==> src/source/bus_int_map_pkg.sv <==
// --------------------
// Board bus register map
// Settings and readback indices, field widths,
// reset values and the compat number
// --------------------
package bus_int_map_pkg;

   // Register index widths, one word per index
   localparam int SR_AWIDTH = 8;
   localparam int RB_AWIDTH = 8;

   // --------------------
   // Settings space (writes)
   localparam logic [SR_AWIDTH-1:0] SR_LEDS       = 8'd0;
   localparam logic [SR_AWIDTH-1:0] SR_SW_RST     = 8'd1;
   localparam logic [SR_AWIDTH-1:0] SR_CLOCK_CTRL = 8'd2;
   localparam logic [SR_AWIDTH-1:0] SR_REF_FREQ   = 8'd4;
   localparam logic [SR_AWIDTH-1:0] SR_SFPP_CTRL0 = 8'd8;
   localparam logic [SR_AWIDTH-1:0] SR_SFPP_CTRL1 = 8'd9;

   // --------------------
   // Readback space (reads)
   localparam logic [RB_AWIDTH-1:0] RB_COUNTER      = 8'd0;
   localparam logic [RB_AWIDTH-1:0] RB_CLK_STATUS   = 8'd3;
   localparam logic [RB_AWIDTH-1:0] RB_COMPAT_NUM   = 8'd6;
   localparam logic [RB_AWIDTH-1:0] RB_SFPP_STATUS0 = 8'd8;
   localparam logic [RB_AWIDTH-1:0] RB_SFPP_STATUS1 = 8'd9;

   // Field widths of the settings registers
   localparam int LEDS_W       = 2;
   localparam int SW_RST_W     = 4;
   localparam int CLOCK_CTRL_W = 8;
   localparam int SFPP_CTRL_W  = 2;

   // Bit 6 set keeps the GPSDO on out of reset
   localparam logic [CLOCK_CTRL_W-1:0] CLOCK_CTRL_RESET = 8'h40;
   // 10 MHz reference by default
   localparam logic [31:0] REF_FREQ_RESET = 32'd10_000_000;

   localparam logic [15:0] COMPAT_MAJOR = 16'h0024;
   localparam logic [15:0] COMPAT_MINOR = 16'h0000;

   localparam int PHY_STATUS_W = 16;
   localparam int SYNC_STAGES  = 2;

endpackage

==> src/source/bus_int_types_pkg.sv <==
// --------------------
// Board bus types
// Register words, bus structs, SFP+ pin group
// and the AXI4-Lite channel states
// --------------------
package bus_int_types_pkg;

   // One register word
   typedef logic [31:0] reg_data_t;

   // Register index, byte address bits 9:2
   typedef logic [bus_int_map_pkg::SR_AWIDTH-1:0] reg_index_t;

   // PHY status word from each SFP+ cage
   typedef logic [bus_int_map_pkg::PHY_STATUS_W-1:0] phy_status_t;

   // --------------------
   // Settings bus, one strobe per write
   typedef struct packed {
      logic       stb;
      reg_index_t addr;
      reg_data_t  data;
   } set_bus_t;

   // Readback request, strobe marks the read
   typedef struct packed {
      logic                                 stb;
      logic [bus_int_map_pkg::RB_AWIDTH-1:0] addr;
   } rb_req_t;

   // SFP+ module status pins, packed in readback order
   typedef struct packed {
      logic mod_abs;
      logic tx_fault;
      logic rx_los;
   } sfpp_pins_t;

   // Channel state, shared by write and read sides
   typedef enum logic {
      IDLE,
      RESP
   } axil_state_t;

endpackage

==> src/source/axil_settings_bridge.sv <==
// --------------------
// AXI4-Lite slave for the register block
// Writes become settings strobes, reads become
// readback strobes with one cycle of latency
// --------------------
`timescale 1ns/1ps

module axil_settings_bridge (
   input  logic                         clk,
   input  logic                         i_reset,
   // Write address and data
   input  logic                         i_awvalid,
   output logic                         o_awready,
   input  logic [11:0]                  i_awaddr,
   input  logic                         i_wvalid,
   output logic                         o_wready,
   input  bus_int_types_pkg::reg_data_t i_wdata,
   // Write response
   output logic                         o_bvalid,
   input  logic                         i_bready,
   output logic [1:0]                   o_bresp,
   // Read address and data
   input  logic                         i_arvalid,
   output logic                         o_arready,
   input  logic [11:0]                  i_araddr,
   output logic                         o_rvalid,
   input  logic                         i_rready,
   output bus_int_types_pkg::reg_data_t o_rdata,
   output logic [1:0]                   o_rresp,
   // Register side
   output bus_int_types_pkg::set_bus_t  o_set,
   output bus_int_types_pkg::rb_req_t   o_rb,
   input  bus_int_types_pkg::reg_data_t i_rb_data
);

   bus_int_types_pkg::axil_state_t wr_state;
   bus_int_types_pkg::axil_state_t rd_state;
   logic                           wr_hs;
   logic                           rd_hs;
   bus_int_types_pkg::reg_data_t   rdata_q;

   // --------------------
   // Write channel
   // Address and data are taken together, never one alone
   assign o_awready = (wr_state == bus_int_types_pkg::IDLE) && i_awvalid && i_wvalid;
   assign o_wready  = o_awready;
   assign wr_hs     = o_awready;

   always_ff @(posedge clk) begin
      if (i_reset) begin
         wr_state  <= bus_int_types_pkg::IDLE;
         o_set.stb <= 1'b0;
      end else begin
         o_set.stb <= wr_hs;
         if (wr_hs) begin
            wr_state <= bus_int_types_pkg::RESP;
         end else if (i_bready) begin
            wr_state <= bus_int_types_pkg::IDLE;
         end
      end
   end

   // Payload of the settings bus
   always_ff @(posedge clk) begin
      if (wr_hs) begin
         o_set.addr <= i_awaddr[9:2];
         o_set.data <= i_wdata;
      end
   end

   assign o_bvalid = (wr_state == bus_int_types_pkg::RESP);
   assign o_bresp  = 2'b00;

   // --------------------
   // Read channel
   assign o_arready = (rd_state == bus_int_types_pkg::IDLE);
   assign rd_hs     = o_arready && i_arvalid;

   // Strobe goes out on the handshake cycle itself
   assign o_rb.stb  = rd_hs;
   assign o_rb.addr = i_araddr[9:2];

   always_ff @(posedge clk) begin
      if (i_reset) begin
         rd_state <= bus_int_types_pkg::IDLE;
      end else if (rd_hs) begin
         rd_state <= bus_int_types_pkg::RESP;
      end else if (i_rready) begin
         rd_state <= bus_int_types_pkg::IDLE;
      end
   end

   // Word is held until the master takes it
   always_ff @(posedge clk) begin
      if (rd_hs) begin
         rdata_q <= i_rb_data;
      end
   end

   assign o_rvalid = (rd_state == bus_int_types_pkg::RESP);
   assign o_rdata  = rdata_q;
   assign o_rresp  = 2'b00;

endmodule

==> src/source/settings_regs.sv <==
// --------------------
// Settings registers of the board bus
// LEDs, soft resets, clock control, reference
// frequency and SFP+ rate-select drives
// --------------------
`timescale 1ns/1ps

module settings_regs (
   input  logic                                         clk,
   input  logic                                         i_reset,
   input  bus_int_types_pkg::set_bus_t                  i_set,
   output logic [bus_int_map_pkg::LEDS_W-1:0]           o_leds,
   output logic [bus_int_map_pkg::SW_RST_W-1:0]         o_sw_rst,
   output logic [bus_int_map_pkg::CLOCK_CTRL_W-1:0]     o_clock_control,
   output bus_int_types_pkg::reg_data_t                 o_ref_freq,
   output logic                                         o_ref_freq_changed,
   output logic [bus_int_map_pkg::SFPP_CTRL_W-1:0]      o_sfpp0_rs_drive,
   output logic [bus_int_map_pkg::SFPP_CTRL_W-1:0]      o_sfpp1_rs_drive
);

   // SW_RST bits
   // [0] PHY, [1] radio domain, [2] radio PLL, [3] IDELAYCTRL
   //
   // RS drive bit high pulls the open-drain RS pin low,
   // bit 0 for RS0 and bit 1 for RS1

   always_ff @(posedge clk) begin
      if (i_reset) begin
         o_leds             <= '0;
         o_sw_rst           <= '0;
         o_clock_control    <= bus_int_map_pkg::CLOCK_CTRL_RESET;
         o_ref_freq         <= bus_int_map_pkg::REF_FREQ_RESET;
         o_ref_freq_changed <= 1'b0;
         o_sfpp0_rs_drive   <= '0;
         o_sfpp1_rs_drive   <= '0;
      end else begin
         o_ref_freq_changed <= 1'b0;
         if (i_set.stb) begin
            // Single decode of the index, unmapped ones fall through
            case (i_set.addr)
               bus_int_map_pkg::SR_LEDS: begin
                  o_leds <= i_set.data[bus_int_map_pkg::LEDS_W-1:0];
               end
               bus_int_map_pkg::SR_SW_RST: begin
                  o_sw_rst <= i_set.data[bus_int_map_pkg::SW_RST_W-1:0];
               end
               bus_int_map_pkg::SR_CLOCK_CTRL: begin
                  o_clock_control <= i_set.data[bus_int_map_pkg::CLOCK_CTRL_W-1:0];
               end
               bus_int_map_pkg::SR_REF_FREQ: begin
                  o_ref_freq         <= i_set.data;
                  o_ref_freq_changed <= 1'b1;
               end
               bus_int_map_pkg::SR_SFPP_CTRL0: begin
                  o_sfpp0_rs_drive <= i_set.data[bus_int_map_pkg::SFPP_CTRL_W-1:0];
               end
               bus_int_map_pkg::SR_SFPP_CTRL1: begin
                  o_sfpp1_rs_drive <= i_set.data[bus_int_map_pkg::SFPP_CTRL_W-1:0];
               end
               default: begin
               end
            endcase
         end
      end
   end

endmodule

==> src/source/sfpp_status_monitor.sv <==
// --------------------
// SFP+ cage status monitor
// Synchronizes pins and PHY status, keeps
// sticky change flags cleared on read
// --------------------
`timescale 1ns/1ps

module sfpp_status_monitor (
   input  logic                           clk,
   input  logic                           i_reset,
   input  bus_int_types_pkg::sfpp_pins_t  i_pins,
   input  bus_int_types_pkg::phy_status_t i_phy_status,
   input  logic                           i_clear,
   output bus_int_types_pkg::reg_data_t   o_status
);

   localparam int LAST = bus_int_map_pkg::SYNC_STAGES - 1;

   bus_int_types_pkg::sfpp_pins_t  pin_sync [bus_int_map_pkg::SYNC_STAGES];
   bus_int_types_pkg::phy_status_t phy_sync [bus_int_map_pkg::SYNC_STAGES];
   bus_int_types_pkg::sfpp_pins_t  pin_prev;
   bus_int_types_pkg::sfpp_pins_t  pin_chgd;

   // All inputs are asynchronous, bit by bit
   always_ff @(posedge clk) begin
      pin_sync[0] <= i_pins;
      phy_sync[0] <= i_phy_status;
      for (int i = 1; i < bus_int_map_pkg::SYNC_STAGES; i++) begin
         pin_sync[i] <= pin_sync[i-1];
         phy_sync[i] <= phy_sync[i-1];
      end
      pin_prev <= pin_sync[LAST];
   end

   // Sticky flags, one per pin
   always_ff @(posedge clk) begin
      if (i_reset || i_clear) begin
         pin_chgd <= '0;
      end else begin
         pin_chgd <= pin_chgd | (pin_sync[LAST] ^ pin_prev);
      end
   end

   assign o_status = {phy_sync[LAST], 10'b0, pin_chgd, pin_sync[LAST]};

endmodule

==> src/source/readback_mux.sv <==
// --------------------
// Readback select for the board bus
// Free-running counter, word select by index
// and clear-on-read of the SFP+ status
// --------------------
`timescale 1ns/1ps

module readback_mux (
   input  logic                         clk,
   input  logic                         i_reset,
   input  bus_int_types_pkg::rb_req_t   i_rb,
   input  logic [7:0]                   i_clock_status,
   input  bus_int_types_pkg::reg_data_t i_sfpp0_status,
   input  bus_int_types_pkg::reg_data_t i_sfpp1_status,
   output bus_int_types_pkg::reg_data_t o_rb_data,
   output logic                         o_clear_sfpp0,
   output logic                         o_clear_sfpp1
);

   bus_int_types_pkg::reg_data_t counter;

   always_ff @(posedge clk) begin
      if (i_reset) begin
         counter <= '0;
      end else begin
         counter <= counter + 32'd1;
      end
   end

   always_comb begin
      case (i_rb.addr)
         bus_int_map_pkg::RB_COUNTER:      o_rb_data = counter;
         bus_int_map_pkg::RB_CLK_STATUS:   o_rb_data = {24'b0, i_clock_status};
         bus_int_map_pkg::RB_COMPAT_NUM:   o_rb_data = {bus_int_map_pkg::COMPAT_MAJOR,
                                                        bus_int_map_pkg::COMPAT_MINOR};
         bus_int_map_pkg::RB_SFPP_STATUS0: o_rb_data = i_sfpp0_status;
         bus_int_map_pkg::RB_SFPP_STATUS1: o_rb_data = i_sfpp1_status;
         default:                          o_rb_data = '0;
      endcase
   end

   // Flags drop on the same edge the word is captured
   assign o_clear_sfpp0 = i_rb.stb && (i_rb.addr == bus_int_map_pkg::RB_SFPP_STATUS0);
   assign o_clear_sfpp1 = i_rb.stb && (i_rb.addr == bus_int_map_pkg::RB_SFPP_STATUS1);

endmodule

==> src/source/bus_int.sv <==
// --------------------
// Board bus register block
// AXI4-Lite access to settings, readback and
// SFP+ status monitoring
// --------------------
`timescale 1ns/1ps

module bus_int (
   input  logic                                     clk,
   input  logic                                     i_reset,
   input  logic                                     i_awvalid,
   output logic                                     o_awready,
   input  logic [11:0]                              i_awaddr,
   input  logic                                     i_wvalid,
   output logic                                     o_wready,
   input  bus_int_types_pkg::reg_data_t             i_wdata,
   output logic                                     o_bvalid,
   input  logic                                     i_bready,
   output logic [1:0]                               o_bresp,
   input  logic                                     i_arvalid,
   output logic                                     o_arready,
   input  logic [11:0]                              i_araddr,
   output logic                                     o_rvalid,
   input  logic                                     i_rready,
   output bus_int_types_pkg::reg_data_t             o_rdata,
   output logic [1:0]                               o_rresp,
   input  logic [7:0]                               i_clock_status,
   input  bus_int_types_pkg::sfpp_pins_t            i_sfpp0_pins,
   input  bus_int_types_pkg::sfpp_pins_t            i_sfpp1_pins,
   input  bus_int_types_pkg::phy_status_t           i_sfpp0_phy_status,
   input  bus_int_types_pkg::phy_status_t           i_sfpp1_phy_status,
   output logic [bus_int_map_pkg::LEDS_W-1:0]       o_leds,
   output logic [bus_int_map_pkg::SW_RST_W-1:0]     o_sw_rst,
   output logic [bus_int_map_pkg::CLOCK_CTRL_W-1:0] o_clock_control,
   output bus_int_types_pkg::reg_data_t             o_ref_freq,
   output logic                                     o_ref_freq_changed,
   output logic [bus_int_map_pkg::SFPP_CTRL_W-1:0]  o_sfpp0_rs_drive,
   output logic [bus_int_map_pkg::SFPP_CTRL_W-1:0]  o_sfpp1_rs_drive
);

   bus_int_types_pkg::set_bus_t  set_bus;
   bus_int_types_pkg::rb_req_t   rb_req;
   bus_int_types_pkg::reg_data_t rb_data;
   bus_int_types_pkg::reg_data_t sfpp0_status;
   bus_int_types_pkg::reg_data_t sfpp1_status;
   logic                         clear_sfpp0;
   logic                         clear_sfpp1;

   axil_settings_bridge u_bridge (
      .clk(clk), .i_reset(i_reset),
      .i_awvalid(i_awvalid), .o_awready(o_awready), .i_awaddr(i_awaddr),
      .i_wvalid(i_wvalid), .o_wready(o_wready), .i_wdata(i_wdata),
      .o_bvalid(o_bvalid), .i_bready(i_bready), .o_bresp(o_bresp),
      .i_arvalid(i_arvalid), .o_arready(o_arready), .i_araddr(i_araddr),
      .o_rvalid(o_rvalid), .i_rready(i_rready), .o_rdata(o_rdata), .o_rresp(o_rresp),
      .o_set(set_bus), .o_rb(rb_req), .i_rb_data(rb_data)
   );

   settings_regs u_settings (
      .clk(clk), .i_reset(i_reset), .i_set(set_bus),
      .o_leds(o_leds), .o_sw_rst(o_sw_rst), .o_clock_control(o_clock_control),
      .o_ref_freq(o_ref_freq), .o_ref_freq_changed(o_ref_freq_changed),
      .o_sfpp0_rs_drive(o_sfpp0_rs_drive), .o_sfpp1_rs_drive(o_sfpp1_rs_drive)
   );

   readback_mux u_readback (
      .clk(clk), .i_reset(i_reset), .i_rb(rb_req), .i_clock_status(i_clock_status),
      .i_sfpp0_status(sfpp0_status), .i_sfpp1_status(sfpp1_status), .o_rb_data(rb_data),
      .o_clear_sfpp0(clear_sfpp0), .o_clear_sfpp1(clear_sfpp1)
   );

   // One monitor per cage
   sfpp_status_monitor u_sfpp0_mon (
      .clk(clk), .i_reset(i_reset), .i_pins(i_sfpp0_pins),
      .i_phy_status(i_sfpp0_phy_status), .i_clear(clear_sfpp0), .o_status(sfpp0_status)
   );

   sfpp_status_monitor u_sfpp1_mon (
      .clk(clk), .i_reset(i_reset), .i_pins(i_sfpp1_pins),
      .i_phy_status(i_sfpp1_phy_status), .i_clear(clear_sfpp1), .o_status(sfpp1_status)
   );

endmodule

==> config.mk <==
export PLATFORM = sky130hd
export DESIGN_NAME = bus_int
export DESIGN_NICKNAME = d
export VERILOG_FILES = /design/src/source/bus_int_map_pkg.sv /design/src/source/bus_int_types_pkg.sv /design/src/source/axil_settings_bridge.sv /design/src/source/settings_regs.sv /design/src/source/sfpp_status_monitor.sv /design/src/source/readback_mux.sv /design/src/source/bus_int.sv
export SDC_FILE = /design/constraint.sdc
export NUM_CORES = 1
export LEC_CHECK = 0
export BUFFER_PORTS_ARGS = -buffer_cell sky130_fd_sc_hd__buf_4
export CAP_MARGIN = 10
export CELL_PAD_IN_SITES_DETAIL_PLACEMENT = 0
export CELL_PAD_IN_SITES_GLOBAL_PLACEMENT = 1
export CORE_UTILIZATION = 40
export DETAILED_ROUTE_END_ITERATION = 8
export GPL_ROUTABILITY_DRIVEN = 0
export PLACE_DENSITY_LB_ADDON = 0.2
export SLEW_MARGIN = 5
export SYNTH_ARGS = -nofsm -noshare
export SYNTH_HDL_FRONTEND = slang
export SYNTH_SLANG_ARGS = --single-unit
==> constraint.sdc <==
create_clock -name clk -period 2.2 [get_ports clk]
set_clock_uncertainty 0.05 [all_clocks]
set_input_delay 0.22 -clock clk [delete_from_list [all_inputs] [get_ports clk]]
set_output_delay 0.22 -clock clk [all_outputs]
set_load 0.005 [all_outputs]
Word-level counts from Yosys, hierarchy flattened:

Memory sizes are Yosys's and may differ from the RTL's.
Index checks and enable logic that the tools add are counted.

* bits in registers: 170
* bits in writable memories: 76
* input port bits: 109
* output and inout port bits: 92
* word-level logic and storage cells: 71
* memories kept: 4

Memory list
* u_sfpp0_mon.phy_sync: words 2, bits a word 16, rd ports 2, clocked after Yosys merged registers in 0, wr ports 2, line sfpp_status_monitor.sv:20 `bus_int_types_pkg::phy_status_t phy_sync [bus_int_map_pkg::SYNC_STAGES];`
* u_sfpp1_mon.phy_sync: words 2, bits a word 16, rd ports 2, clocked after Yosys merged registers in 0, wr ports 2, line sfpp_status_monitor.sv:20
* u_sfpp0_mon.pin_sync: words 2, bits a word 3, rd ports 2, clocked after Yosys merged registers in 0, wr ports 2, line sfpp_status_monitor.sv:19 `bus_int_types_pkg::sfpp_pins_t pin_sync [bus_int_map_pkg::SYNC_STAGES];`
* u_sfpp1_mon.pin_sync: words 2, bits a word 3, rd ports 2, clocked after Yosys merged registers in 0, wr ports 2, line sfpp_status_monitor.sv:19

* add/sub/neg operators: 1
* equality and inequality tests: 9
* multiplexer cells: 6
* bitwise gates (word level): 7
* reductions and logical operators: 18

Operators with widths (count)
* 32-bit case mux with 5 select lines: 1
* 32-bit by 1-bit adder with 32-bit output, second input constant: 1
* 8-bit by 4-bit equality test with 1-bit output, second input constant: 4
* 8-bit by 2-bit equality test with 1-bit output, second input constant: 2
* 8-bit by 3-bit equality test with 1-bit output, second input constant: 2
* 8-bit logical NOT: 2
* 2-bit AND reduction: 6
* 8-bit by 1-bit equality test with 1-bit output, second input constant: 1
* 3-bit OR: 2
* 3-bit bitwise XOR: 2
* 1-bit logical AND: 5
* 1-bit two-way mux: 5
* 2-bit nonzero test: 2
* 1-bit inverter: 3
* 1-bit logical OR: 2
* 2-bit OR reduction: 1

Logic depth before layout (Yosys ltp):

* depth after elaboration: 4
* depth in mapped cells: 6
* mapped depth without buffers: 5

Modules after synthesis:

Synthesis repeated with hierarchy kept, for this count alone.

* cells, all modules: 736
* area, all modules: 9117.5 µm²

Modules (own cells, without submodules)
* axil_settings_bridge: instances 1, cells each 99, area each 2393.5 µm², seq. area each 2222.1 µm²
* sfpp_status_monitor: instances 2, cells each 81, area each 1154.9 µm², seq. area each 880.8 µm²
* settings_regs: instances 1, cells each 211, area each 2215.9 µm², seq. area each 1021.0 µm²
* readback_mux: instances 1, cells each 264, area each 2198.4 µm², seq. area each 640.6 µm²

Worst setup path after synthesis:

OpenSTA, ideal clock, no wires.

* path kind: flip-flop to output port
* from: register u_bridge.wr_state, in the netlist u_bridge.o_bvalid
* to: output o_wready
* arrival: 1.713 ns
* required time: 1.930 ns
* slack: 0.217 ns
* cell stages (with the launch flop): 4
* buffers on the path: 1
* path through: dfxtp_1 or2_2 inv_1 buf_4

* longest elaborated chain between the ends: 3

Ends and longest elaborated chain
* start, declared: line axil_settings_bridge.sv:36 `bus_int_types_pkg::axil_state_t wr_state;`
* start signal, assigned: line axil_settings_bridge.sv:51 `wr_state <= bus_int_types_pkg::IDLE;`
* start signal, assigned: line axil_settings_bridge.sv:56 `wr_state <= bus_int_types_pkg::RESP;`
* start signal, assigned: line axil_settings_bridge.sv:58 `wr_state <= bus_int_types_pkg::IDLE;`
* 1-bit inverter: line axil_settings_bridge.sv:45 `assign o_awready = (wr_state == bus_int_types_pkg::IDLE) && i_awvalid && i_wvalid;`
* 1-bit logical AND (2 in series): line axil_settings_bridge.sv:45
* end, declared: line bus_int.sv:15 `output logic o_wready,`

Every way passes these cells.

Worst setup path in the final report:

Ends and elaborated chain as after synthesis.

==> out/qor.csv <==
stage,metric,value,unit
synth,syn-cell-area,0.00818,mm^2
finish,regArea,0.00565,mm^2
clocking,cts_root_buf,clkbuf_16,
placement,portBuffers,188,
finish,multi_input_area,0.00226,mm^2
synth,syn_inst,674,
synth,yosysSeqAreaShare,0.691,
synth,synth_cell_type_count,49,
placement,dp.cells,1107,
synth,ys_seq_elements,246,
run_status,status,finished clean,
sta,finalCritPeriodShare,0.940,
sta,drv_slew,0,
routing,drt_wl_total,18700,um
critical_path,arrival,1.80,ns
synth,ys_async_sr_fraction,0,
clocking,htreeDepth,1,
routing,dr.pass1.iters,5,
clocking,cts_post_setup_buffers_inserted,0,
routing,antenna_left,0,
worst_hold_path,hold_class,input pin to flip-flop,
placement,dp_hpwl,12200,um
clocking,clkTransAtPathRegs,0.06,ns
clocking,cts_made_buffers,26,
routing,avgRoutedWirePerCell,15.1,um
critical_path,cp.required,1.93,ns
floorplan,fp.dieW,145,um
synth,avgSynthCellArea,12.1,um^2
sta,hold_violations,0,
floorplan,dieArea,0.0210,mm^2
global_route,antenna_found_initial,0,
sta,clock.fmax,0.484,GHz
power,power,10.1,mW
floorplan,ioPinCount,201,
routing,drc_errors,0,
finish,stdcell_count,1239,
global_route,grt_usage,0.177,
global_route,grt_max_degree,44,
routing,drt-met1-wl,7760,um
global_route,grt_overflow,0,
critical_path,end_kind,primary output,
critical_path,crit_path_max_fanout,29,
synth,synthFlopType,dfxtp_1,
clocking,clockBufferDepth,3,
finish,syn_to_final_growth,42.7,%
critical_path,crit_path_start,u_bridge.o_bvalid,
critical_path,r2r_start,u_bridge.o_set[37],
clocking,clk_latency,0.52,ns
floorplan,core_area,0.0197,mm^2
sta,setup_tns,0,ns
routing,drt_iter0_markers,405,
sta,setup_viol,0,
placement,dpl_cell_area,0.00987,mm^2
routing,wl_met3,1740,um
routing,vias,6102,
floorplan,start_util,0.415,
worst_hold_path,hp-start,i_clock_status[1],
finish,nets,1064,
finish,n_fill_cell,1562,
clocking,cts_tree,built,
critical_path,cp-start-kind,flip-flop,
routing,highest_layer,met4,
finish,drive_above_1_share,0.268,
floorplan,die_h,145,um
synth,synth_edf_count,72,
finish,antenna_cells,0,
sta,whs,0.0240,ns
finish,fin_area,0.0117,mm^2
routing,avgViaCountPerCell,4.92,
critical_path,critical_path_class,flip-flop to primary output,
sta,worst_pin_slew,0.774,ns
sta,rsz0062_at_grt,false,
power,power_density,862,mW/mm^2
power,ir_drop,652,uV
floorplan,rows,51,
clocking,cts.hold.buffers_added,84,
clocking,cts_sinks,246,
power,p_leak,4.76,nW
global_route,grt_first_pass_wirelength,30400,um
sta,fin_crit,2.07,ns
global_route,grt_pass1_vias,6097,
synth,yosysWarnings,0,
flow_run,maxCapViolCount,0,
sta,slew-limit-headroom,0.482,
routing,dr_wl_met2,8750,um
clocking,cts_resized,0,
## layer usage
layer	track usage	vias to the layer above
li1	-	2971
met1	0.218	2856
met2	0.291	242
met3	0.0560	33
met4	0.0612	0
met5	0	-
## stage by stage
step	setup WS [ns]	util
final	0.132	0.592
after global routing	0.0412	0.592
after detailed placement	0.191	0.501
after floorplan	0.217	-
after CTS	0.0999	0.592
after global placement	0.277	0.501
## final cells by class
| cell class | instances | share of cell area |
|---|---|---|
| well taps | 265 | 0.0284 |
| repair buffers | 290 | 0.206 |
| multi-input cells | 370 | 0.194 |
| flip-flops and latches | 246 | 0.484 |
| inverters | 20 | 0.00644 |
| clock inverters | 10 | 0.0113 |
| clock buffers | 38 | 0.0704 |
## synthesized netlist by cell type, types with 2 or more instances
master	n	area share
dfxtp_1	174	0.43
nand2_1	78	0.036
edfxtp_1	72	0.26
a21oi_1	43	0.026
nor2_1	39	0.018
clkbuf_1	21	0.0096
inv_1	20	0.0092
nand3b_1	15	0.014
a222oi_1	14	0.017
a22oi_1	14	0.013
nand4_1	14	0.011
o21ai_0	13	0.0080
o31ai_1	13	0.012
or4_1	13	0.012
and2_1	12	0.0092
mux2i_1	11	0.013
nand3_1	10	0.0061
xor2_1	10	0.011
buf_2	9	0.0055
a211oi_1	7	0.0064
xnor2_1	7	0.0075
buf_4	6	0.0055
nand2b_1	6	0.0046
and4_1	5	0.0054
nor2b_1	5	0.0038
nor4_1	5	0.0038
or3_1	5	0.0038
and3_1	3	0.0023
buf_6	3	0.0041
o21ai_1	3	0.0018
a221o_2	2	0.0028
a22o_1	2	0.0021
and4b_1	2	0.0024
nor3_1	2	0.0012
nor4_4	2	0.0052
## where the power goes
part	internal (mW)	switching, mW	total, mW
Sequential	4.83	0.0638	4.90
Clock	2.95	1.74	4.69
Combinational	0.293	0.176	0.469
## flip-flops by register name, indices dropped and copies added (netlist names), 2 cells and up
signal	cells
u_bridge.o_set	41
u_bridge.o_rdata	32
u_readback.counter	32
u_settings.o_ref_freq	32
u_sfpp0_mon.phy_sync	32
u_sfpp1_mon.phy_sync	32
u_settings.o_clock_control	8
u_sfpp0_mon.pin_sync	6
u_sfpp1_mon.pin_sync	6
u_settings.o_sw_rst	4
u_sfpp0_mon.o_status	3
u_sfpp0_mon.pin_prev	3
u_sfpp1_mon.o_status	3
u_sfpp1_mon.pin_prev	3
u_settings.o_leds	2
u_settings.o_sfpp0_rs_drive	2
u_settings.o_sfpp1_rs_drive	2
## layout by cell type, fill, tap and decap left out, types with 10 or more instances in the layout
master	count
a21oi_1	43
a222oi_1	14
a22oi_1	14
and2_1	12
buf_4	205
clkbuf_16	30
dfxtp_1	174
dlygate4sd3_1	84
edfxtp_1	72
inv_1	20
mux2i_1	11
nand2_1	78
nand3_1	10
nand3b_1	15
nand4_1	14
nor2_1	39
o21ai_0	13
o31ai_1	13
or4_1	13
xor2_1	10
## path summary, 6_finish.rpt
path                                 end  slack, ns  cells past startpoint
max                             o_wready       0.13                      4
min                  u_bridge.o_rdata[1]       0.02                      3
max reg2reg    u_settings.o_ref_freq[29]       0.21                      5
min reg2reg  u_sfpp0_mon.phy_sync[0][31]       0.27                      0
## cells by family after synthesis
family | count (synthesis) | share of synthesized area
AO/OA/AOI/OAI | 113 | 0.0917
XOR/XNOR | 17 | 0.0182
adder cells (fa/ha/maj) | 1 | 0.00153
buffers and inverters | 61 | 0.0350
flip-flops | 246 | 0.691
multiplexers | 12 | 0.0148
other | 1 | 0.000459
AND/OR/NAND/NOR | 223 | 0.148
## worst max-delay path: stages (launching register included)
cell     delay, ns
dfxtp_1       0.32
or2_2         0.33
inv_1         0.09
buf_4         0.35
buf_4         0.18
(Power assumes the default switching activity.)
